File: src/wasm_params.svh
`ifndef WASM_PARAMS_SVH
`define WASM_PARAMS_SVH

// 64 bytes of code
`define CODE_ADDR_W 6
// Opcode plus up to 10 immediate bytes
`define FETCH_BYTES 11
`define STACK_DEPTH 8

`endif

File: src/wasm_pkg.sv
package wasm_pkg;

  // Only i32 and i64 tags are produced
  typedef enum logic [1:0] {
    val_i32 = 2'd0,
    val_i64 = 2'd1,
    val_f32 = 2'd2,
    val_f64 = 2'd3
  } value_type_e;

  // i32 payloads are zero-extended into the low word
  typedef struct packed {
    value_type_e tag;
    logic [63:0] payload;
  } tagged_value_t;

  typedef enum logic [1:0] {
    stack_none    = 2'd0,
    stack_push    = 2'd1,
    stack_pop     = 2'd2,
    stack_replace = 2'd3
  } stack_op_e;

  // Overflow and underflow sort above empty
  typedef enum logic [1:0] {
    status_ok        = 2'd0,
    status_empty     = 2'd1,
    status_overflow  = 2'd2,
    status_underflow = 2'd3
  } stack_status_e;

  typedef enum logic [2:0] {
    trap_none           = 3'd0,
    trap_stack_error    = 3'd1,
    trap_code_error     = 3'd2,
    trap_unreachable    = 3'd3,
    trap_type_mismatch  = 3'd4,
    trap_unknown_opcode = 3'd5
  } trap_e;

  // Opcodes
  localparam logic [7:0] op_unreachable = 8'h00;
  localparam logic [7:0] op_nop         = 8'h01;
  localparam logic [7:0] op_end         = 8'h0B;
  localparam logic [7:0] op_drop        = 8'h1A;
  localparam logic [7:0] op_i32_const   = 8'h41;
  localparam logic [7:0] op_i64_const   = 8'h42;
  localparam logic [7:0] op_i32_eqz     = 8'h45;
  localparam logic [7:0] op_i32_eq      = 8'h46;
  localparam logic [7:0] op_i64_eqz     = 8'h50;
  localparam logic [7:0] op_i64_eq      = 8'h51;
  localparam logic [7:0] op_i32_add     = 8'h6A;
  localparam logic [7:0] op_i32_sub     = 8'h6B;
  localparam logic [7:0] op_i64_add     = 8'h7C;
  localparam logic [7:0] op_i64_sub     = 8'h7D;

endpackage

File: src/code_memory.sv
`timescale 1ns/1ps
`include "wasm_params.svh"

module code_memory (
  input  logic                       clk,
  input  logic                       load_en,
  input  logic [`CODE_ADDR_W-1:0]    load_addr,
  input  logic [7:0]                 load_byte,
  input  logic [`CODE_ADDR_W-1:0]    fetch_addr,
  output logic [`FETCH_BYTES*8-1:0]  fetch_window,
  output logic                       fetch_error
);

  localparam int MEM_SIZE = 2 ** `CODE_ADDR_W;

  logic [7:0] mem [MEM_SIZE];
  // One past the highest loaded address
  logic [`CODE_ADDR_W:0] code_limit;
  logic [`CODE_ADDR_W:0] byte_addr;
  logic [`FETCH_BYTES*8-1:0] window_next;

  always_ff @(posedge clk) begin
    if (load_en) begin
      mem[load_addr] <= load_byte;
      // Writing address 0 starts a new program
      if (load_addr == '0) begin
        code_limit <= 'd1;
      end else if ({1'b0, load_addr} >= code_limit) begin
        code_limit <= {1'b0, load_addr} + 1'b1;
      end
    end
  end

  // Bytes at or past the loaded limit read as zero
  always_comb begin
    window_next = '0;
    byte_addr = '0;
    for (int i = 0; i < `FETCH_BYTES; i++) begin
      byte_addr = {1'b0, fetch_addr} + (`CODE_ADDR_W + 1)'(i);
      if (byte_addr < code_limit) begin
        window_next[8*i +: 8] = mem[byte_addr[`CODE_ADDR_W-1:0]];
      end
    end
  end

  always_ff @(posedge clk) begin
    fetch_window <= window_next;
    fetch_error  <= ({1'b0, fetch_addr} >= code_limit);
  end

endmodule

File: src/cpu_core.sv
`timescale 1ns/1ps
`include "wasm_params.svh"

module cpu_core
  import wasm_pkg::*;
(
  input  logic                      clk,
  input  logic                      reset,
  output logic [`CODE_ADDR_W-1:0]   fetch_addr,
  input  logic [`FETCH_BYTES*8-1:0] fetch_window,
  input  logic                      fetch_error,
  input  logic [63:0]               imm_value,
  input  logic [3:0]                imm_len,
  output stack_op_e                 stack_op,
  output tagged_value_t             stack_data,
  input  tagged_value_t             stack_tos,
  input  stack_status_e             stack_status,
  output logic [63:0]               result,
  output value_type_e               result_type,
  output logic                      result_empty,
  output logic                      halted,
  output trap_e                     trap
);

  typedef enum logic [2:0] {
    st_fetch, st_fetch2, st_exec, st_exec2, st_exec3
  } state_e;

  state_e                  state;
  logic [`CODE_ADDR_W-1:0] pc;
  logic [7:0]              opcode;
  // Binary op and its popped top operand, held until EXEC3
  logic [7:0]              bin_op;
  tagged_value_t           top_operand;
  value_type_e             bin_type;
  logic [63:0]             bin_result;

  assign opcode = fetch_window[7:0];

  // Lower operand is the new top of stack after the pop
  always_comb begin
    bin_type   = val_i32;
    bin_result = '0;
    case (bin_op)
      op_i32_eq:  bin_result = {63'b0, stack_tos.payload[31:0] == top_operand.payload[31:0]};
      op_i32_add: bin_result = {32'b0, stack_tos.payload[31:0] + top_operand.payload[31:0]};
      op_i32_sub: bin_result = {32'b0, stack_tos.payload[31:0] - top_operand.payload[31:0]};
      op_i64_eq: begin
        bin_type   = val_i64;
        bin_result = {63'b0, stack_tos.payload == top_operand.payload};
      end
      op_i64_add: begin
        bin_type   = val_i64;
        bin_result = stack_tos.payload + top_operand.payload;
      end
      op_i64_sub: begin
        bin_type   = val_i64;
        bin_result = stack_tos.payload - top_operand.payload;
      end
      default: begin
      end
    endcase
  end

  always_ff @(posedge clk) begin
    stack_op <= stack_none;
    if (reset) begin
      state        <= st_fetch;
      pc           <= '0;
      halted       <= 1'b0;
      trap         <= trap_none;
      result       <= '0;
      result_type  <= val_i32;
      result_empty <= 1'b0;
    end else if (!halted && trap == trap_none) begin
      case (state)
        st_fetch: begin
          fetch_addr <= pc;
          pc         <= pc + 1'b1;
          state      <= st_fetch2;
        end
        // Window arrives while the previous stack op settles
        st_fetch2: begin
          if (stack_status inside {status_overflow, status_underflow}) trap <= trap_stack_error;
          else state <= st_exec;
        end
        st_exec: begin
          state <= st_fetch;
          if (fetch_error) begin
            trap <= trap_code_error;
          end else begin
            case (opcode)
              op_unreachable: trap <= trap_unreachable;
              op_nop: begin
              end
              op_end: begin
                result       <= stack_tos.payload;
                result_type  <= stack_tos.tag;
                result_empty <= (stack_status == status_empty);
                halted       <= 1'b1;
              end
              op_drop: begin
                if (stack_status == status_empty) trap <= trap_stack_error;
                else stack_op <= stack_pop;
              end
              op_i32_const: begin
                stack_op   <= stack_push;
                stack_data <= '{tag: val_i32, payload: {32'b0, imm_value[31:0]}};
                pc         <= pc + (`CODE_ADDR_W)'(imm_len);
              end
              op_i64_const: begin
                stack_op   <= stack_push;
                stack_data <= '{tag: val_i64, payload: imm_value};
                pc         <= pc + (`CODE_ADDR_W)'(imm_len);
              end
              op_i32_eqz: begin
                if (stack_status == status_empty) begin
                  trap <= trap_stack_error;
                end else if (stack_tos.tag != val_i32) begin
                  trap <= trap_type_mismatch;
                end else begin
                  stack_op   <= stack_replace;
                  stack_data <= '{tag: val_i32,
                                  payload: {63'b0, stack_tos.payload[31:0] == 32'b0}};
                end
              end
              op_i64_eqz: begin
                if (stack_status == status_empty) begin
                  trap <= trap_stack_error;
                end else if (stack_tos.tag != val_i64) begin
                  trap <= trap_type_mismatch;
                end else begin
                  stack_op   <= stack_replace;
                  stack_data <= '{tag: val_i64, payload: {63'b0, stack_tos.payload == 64'b0}};
                end
              end
              op_i32_eq, op_i64_eq, op_i32_add, op_i32_sub, op_i64_add, op_i64_sub: begin
                if (stack_status == status_empty) begin
                  trap <= trap_stack_error;
                end else begin
                  top_operand <= stack_tos;
                  bin_op      <= opcode;
                  stack_op    <= stack_pop;
                  state       <= st_exec2;
                end
              end
              default: trap <= trap_unknown_opcode;
            endcase
          end
        end
        st_exec2: state <= st_exec3;
        st_exec3: begin
          state <= st_fetch;
          // Only one operand was on the stack
          if (stack_status == status_empty) begin
            trap <= trap_stack_error;
          end else if (stack_tos.tag != bin_type || top_operand.tag != bin_type) begin
            trap <= trap_type_mismatch;
          end else begin
            stack_op   <= stack_replace;
            stack_data <= '{tag: bin_type, payload: bin_result};
          end
        end
        default: state <= st_fetch;
      endcase
    end
  end

endmodule

File: src/leb128_decoder.sv
`timescale 1ns/1ps

module leb128_decoder (
  input  logic [79:0] window,
  output logic [63:0] value,
  output logic [3:0]  len
);

  localparam int MAX_BYTES = 10;

  logic [63:0] acc;
  logic [3:0]  count;
  logic        done;
  logic        sign;

  // Byte 0 sits in the low bits of the window
  always_comb begin
    acc   = '0;
    count = 4'(MAX_BYTES);
    done  = 1'b0;
    sign  = 1'b0;
    for (int i = 0; i < MAX_BYTES; i++) begin
      if (!done) begin
        acc  = acc | (64'(window[8*i +: 7]) << (7 * i));
        sign = window[8*i + 6];
        // Clear continuation bit ends the number
        if (!window[8*i + 7]) begin
          done  = 1'b1;
          count = 4'(i + 1);
        end
      end
    end
    // Sign-extend above the last group
    if (sign) begin
      acc = acc | ({64{1'b1}} << (7 * count));
    end
  end

  assign value = acc;
  assign len   = count;

endmodule

File: src/value_stack.sv
`timescale 1ns/1ps
`include "wasm_params.svh"

module value_stack
  import wasm_pkg::*;
(
  input  logic          clk,
  input  logic          reset,
  input  stack_op_e     op,
  input  tagged_value_t data,
  output tagged_value_t tos,
  output stack_status_e status
);

  localparam int IDX_W = $clog2(`STACK_DEPTH);
  localparam int PTR_W = IDX_W + 1;

  tagged_value_t entries [`STACK_DEPTH];
  // Number of entries held
  logic [PTR_W-1:0] ptr;
  stack_status_e    fault;
  logic             full;
  logic             empty;
  logic [IDX_W-1:0] top_idx;
  logic             wr_en;
  logic [IDX_W-1:0] wr_idx;

  assign full    = (ptr == PTR_W'(`STACK_DEPTH));
  assign empty   = (ptr == '0);
  assign top_idx = IDX_W'(ptr - 1'b1);

  // Push writes above the top, replace overwrites it
  always_comb begin
    wr_en  = 1'b0;
    wr_idx = top_idx;
    if (fault == status_ok) begin
      if (op == stack_push && !full) begin
        wr_en  = 1'b1;
        wr_idx = IDX_W'(ptr);
      end else if (op == stack_replace && !empty) begin
        wr_en = 1'b1;
      end
    end
  end

  always_ff @(posedge clk) begin
    if (wr_en) begin
      entries[wr_idx] <= data;
    end
  end

  // Errors stick until reset and freeze the stack
  always_ff @(posedge clk) begin
    if (reset) begin
      ptr   <= '0;
      fault <= status_ok;
    end else if (fault == status_ok) begin
      case (op)
        stack_push: begin
          if (full) fault <= status_overflow;
          else      ptr <= ptr + 1'b1;
        end
        stack_pop: begin
          if (empty) fault <= status_underflow;
          else       ptr <= ptr - 1'b1;
        end
        stack_replace: begin
          if (empty) fault <= status_underflow;
        end
        default: begin
        end
      endcase
    end
  end

  assign tos    = empty ? '0 : entries[top_idx];
  assign status = (fault != status_ok) ? fault : (empty ? status_empty : status_ok);

endmodule

File: src/wasm_cpu.sv
`timescale 1ns/1ps
`include "wasm_params.svh"

module wasm_cpu
  import wasm_pkg::*;
(
  input  logic                    clk,
  input  logic                    reset,
  input  logic                    load_en,
  input  logic [`CODE_ADDR_W-1:0] load_addr,
  input  logic [7:0]              load_byte,
  output logic [63:0]             result,
  output value_type_e             result_type,
  output logic                    result_empty,
  output logic                    halted,
  output trap_e                   trap
);

  logic [`CODE_ADDR_W-1:0]   fetch_addr;
  logic [`FETCH_BYTES*8-1:0] fetch_window;
  logic                      fetch_error;
  logic [63:0]               imm_value;
  logic [3:0]                imm_len;
  stack_op_e                 stack_op;
  tagged_value_t             stack_data;
  tagged_value_t             stack_tos;
  stack_status_e             stack_status;

  code_memory u_code_memory (
    .clk          (clk),
    .load_en      (load_en),
    .load_addr    (load_addr),
    .load_byte    (load_byte),
    .fetch_addr   (fetch_addr),
    .fetch_window (fetch_window),
    .fetch_error  (fetch_error)
  );

  // Immediate follows the opcode byte
  leb128_decoder u_leb128_decoder (
    .window (fetch_window[`FETCH_BYTES*8-1:8]),
    .value  (imm_value),
    .len    (imm_len)
  );

  value_stack u_value_stack (
    .clk    (clk),
    .reset  (reset),
    .op     (stack_op),
    .data   (stack_data),
    .tos    (stack_tos),
    .status (stack_status)
  );

  cpu_core u_cpu_core (
    .clk          (clk),
    .reset        (reset),
    .fetch_addr   (fetch_addr),
    .fetch_window (fetch_window),
    .fetch_error  (fetch_error),
    .imm_value    (imm_value),
    .imm_len      (imm_len),
    .stack_op     (stack_op),
    .stack_data   (stack_data),
    .stack_tos    (stack_tos),
    .stack_status (stack_status),
    .result       (result),
    .result_type  (result_type),
    .result_empty (result_empty),
    .halted       (halted),
    .trap         (trap)
  );

endmodule

File: config.mk
export PLATFORM = sky130hd
export DESIGN_NAME = wasm_cpu
export DESIGN_NICKNAME = d
export VERILOG_FILES = /design/src/wasm_pkg.sv /design/src/code_memory.sv /design/src/cpu_core.sv /design/src/leb128_decoder.sv /design/src/value_stack.sv /design/src/wasm_cpu.sv
export VERILOG_INCLUDE_DIRS = /design/src /design/src/src
export SDC_FILE = /design/constraint.sdc
export NUM_CORES = 2
export LEC_CHECK = 0
export BUFFER_PORTS_ARGS = -buffer_cell sky130_fd_sc_hd__buf_4
export CAP_MARGIN = 20
export CORE_AREA = 2 2 401 403
export CTS_BUF_LIST = sky130_fd_sc_hd__clkbuf_8
export DETAILED_ROUTE_END_ITERATION = 8
export DIE_AREA = 0 0 403 405
export PLACE_DENSITY = 0.69
export SLEW_MARGIN = 20
export SYNTH_ARGS = -nofsm -noshare
export SYNTH_HDL_FRONTEND = slang
export SYNTH_SLANG_ARGS = --single-unit
File: constraint.sdc
create_clock -name clk -period 9.5 [get_ports clk]
set_input_delay 0 -clock clk [delete_from_list [all_inputs] [get_ports clk]]
set_output_delay 0 -clock clk [all_outputs]
set_load 0.01 [all_outputs]
==> metrics.md <==
| Metric | Value |
|---|---|
| Part of the cycle the worst path needs | 77.2% |
| Total grt overflow | 0 |
| Slew HR | 12.6% |
| DR vias | 54773 |
| CTS Sinks | 1353 |
| Share of cells above drive strength 1 | 26.7% |
| Placer Congestion | 1.04 |
| Syn Area/Cell | 14.3 µm² |
| Vias in the first global route | 52784 |
| Async S/R FF share, synth | 0% |
| Cells after Synth | 5532 |
| Outcome | finished, final reports clean |
| Slowest CP cell | dfxtp_4 |
| H-tree depth | 4 |
| Switching share of power | 43.0% |
| Met2 WL | 123000 µm |
| Initial antenna violation count | 24 |
| Worst r2r path cells | 18 |
| Final Skew | 0.0531 ns |
| Net switching power figure | 11.4 mW |
| Max Slew Vio Count | 0 |
| Final Core Density | 54.4% |
| Post-synth EDFFs | 1183 |
| Via/cell ratio | 6.93 |
| Worst IR Drop VDD | 396 µV |
| Hold buffer count at CTS | 27 |
| Hold path cells | 2 |
| Clock Power Share | 18.5% |
| Clk buf depth | 3 |
| Top-count cell post-synth | edfxtp_1 |
| Clock Tree Root | clkbuf_8 |
| GRT Util Overall | 32.3% |
| Sequential Power Share | 27.2% |
| Post-synth top area cell | edfxtp_1 |
| P_leak | 29.5 nW |
| Most used cell, CP | buf_4 |
| Post-synthesis sequential area ratio | 49.2% |
| Final #Nets | 5866 |
| Remaining antenna violation count after routing | 0 |
| Post-CTS sizing | 0 |
| Die Ht | 405 µm |
| Met1 wire length | 94300 µm |
| Placed cell count | 7456 |
| Netlist cell types | 93 |
| RSZ-0062 raised after global routing | false |
| Pwr dens | 306 nW/µm² |
| Drt wl/cell | 33.4 µm |
| Rows | 147 |
| Post-synth top cells | edfxtp_1, mux4_2, nand2_1, a21oi_1, nor2_1 |
| WL final | 264000 µm |
| Post-Syn Area | 79100 µm² |
| Met3 WL | 28300 µm |
| Gate power share | 54.3% |
| CP required | 10.25 ns |
| Max FO, Critical Path | 43 |
| Max incr delay on CP | 0.91 ns |
| Fin crit period | 7.33 ns |
| Pint | 15.1 mW |
| Skew-Pair Late Insertion Delay | 1.00 ns |
| CP Cell Sequence | buf_4 > buf_4 > buf_4 > mux4_2 > nand2_1 > a21oi_1 > ha_1 > nor2_1 > a221oi_1 > o21bai_1 > a2111o_1 > a31o_1 > o21a_2 > o21ai_2 > a2111o_1 > nor2_1 > or2_2 > a22o_1 |
| Final setup fails | 0 |
| Worst-margin pin slew | 1.30 ns |
| Highest routing layer actually used | met5 |
| Final HPWL DP | 182000 µm |
| Router iterations before antenna repair | 6 |
| Setup crit end kind | flop |
| Port bufs | 86 |
| Final std cells w/o fill | 7905 |
| Iter 0 DRT Violations | 7697 |
| Pin count of the biggest net entering global routing | 148 |
| Critical Path AT | 8.08 ns |
| Io pins | 88 |
| Synth area leaders | edfxtp_1, mux4_2, dfxtp_1, ha_1, a21oi_1 |
| Synth Flop Type | edfxtp_1 |
| FMAX | 0.136 GHz |
| CTS tree | built |
| Startpoint types | flop |
| Clock-pin slew on the worst setup and hold paths | 0.06 ns |
| Max Cap Viol | 0 |
| Setup TNS | 0 ns |
| Synth warn | 0 |
| Number of synthesized register bits | 1353 |
| Area grow syn2layout | 9.63% |
| First-pass GRT wire length | 378000 µm |
| Top cell type's share of synthesized area | 44.9% |
| TritonCTS Buffers | 221 |
| Fillers | 12903 |
| Post-Syn Nets | 5778 |
| Design Power | 26.5 mW |
| WS Path Type | flop to flop |
| Total core area | 159000 µm² |
| DRC Markers | 0 |
| Die ar. | 163000 µm² |
| Die span in x | 403 µm |
| Hold Crit Class | input port to flop |
| Post-CTS Setup Bufs | 0 |
| Final Hold Violating Endpoints | 0 |
| Starting Density | 49.7% |
power groups by stage:
stage / Clock [mW] / Sequential (mW) / Combinational (mW)
floorplan: 0 / 7.19 / 8.62
global placement: 0 / 7.31 / 13.7
detailed placement: 0 / 7.33 / 13.8
CTS: 4.96 / 7.21 / 13.8
global route: 5.22 / 7.24 / 14.5
finish: 4.89 / 7.22 / 14.4
sequential cells by signal, summed over array words and instances (netlist names), 2 cells and up:
register,flops
u_cpu_core.state,3
u_value_stack.fault,2
u_cpu_core.fetch_addr,6
u_code_memory.fetch_window,82
u_value_stack.entries,520
u_cpu_core.top_operand,65
u_cpu_core.pc,6
u_code_memory.mem,512
u_cpu_core.trap,3
u_cpu_core.stack_op,2
u_value_stack.ptr,4
u_cpu_core.bin_op,8
u_cpu_core.result,64
u_cpu_core.stack_data,65
u_code_memory.code_limit,7
layout by cell type, fill, tap and decap left out, types with 57 or more instances in the layout:
cell      synthesis  layout
buf_4             4     221
o21ai_0         118     118
o22ai_1          63      63
ha_1            222     218
xnor2_1          83      72
mux2i_1         132     132
inv_1           179     255
edfxtp_1       1183    1183
nor3_1           57      57
a21oi_1         399     399
mux4_2          941     941
dfxtp_1         170     169
a211oi_1         59      58
nor2b_1          86      86
clkbuf_8          0     234
nor2_1          303     282
nand2_1         532     532
path summary, 6_finish.rpt:
check,startpoint,to,slack (ns)
max reg2reg,u_value_stack.ptr[0],u_cpu_core.stack_data[60],2.17
max,u_value_stack.ptr[0],u_cpu_core.stack_data[60],2.17
min reg2reg,u_cpu_core.result[17],u_cpu_core.result[17],0.45
min,load_byte[7],u_code_memory.mem[14][7],0.10
layer usage:
layer / up-vias / track usage [%]
met2: 3732 / 50.6
met5: - / 0
li1: 22426 / -
met4: 14 / 19.3
met1: 27849 / 41.0
met3: 752 / 8.06
area by class of cell:
type | instances | area, µm² | area share [%]
multi-input cells | 3602 | 38200 | 44.0
diodes | 9 | 22.5 | 0.0260
clock buffers | 234 | 3220 | 3.71
flip-flops and latches | 1353 | 38900 | 44.9
inverters | 188 | 709 | 0.818
clock inverters | 179 | 1020 | 1.17
well taps | 2086 | 2610 | 3.01
repair buffers | 254 | 2040 | 2.35
stage by stage:
step	setup WS (ns)	hold WS, ns	area (µm²)
finish	2.17	0.102	86700
global placement	2.06	0.307	82200
detailed placement	2.01	0.309	82200
CTS	1.99	0.0371	86700
global route	1.59	0.100	86700
floorplan	0.763	0.0989	79100
cell families (layout without fill, tap and decap cells):
group	count (synthesis)	in the layout	share of synthesized area, %
buf+inv	577	855	2.95
mux	1074	1074	28.5
simple gates	1275	1275	7.39
fa+ha+maj	229	229	3.69
other cells	1	10	0.00474
compound gates	917	917	7.10
flops	1353	1353	49.2
xor+xnor	106	106	1.18
worst max-delay path, delay by kind of cell (launching register included):
family	cells	cell delay, ns
compound gates	9	2.15
fa+ha+maj	1	0.72
buf+inv	3	1.90
flops	1	0.91
mux	1	0.59
simple gates	4	0.72
Note: power is estimated with default switching activity, not from simulation.
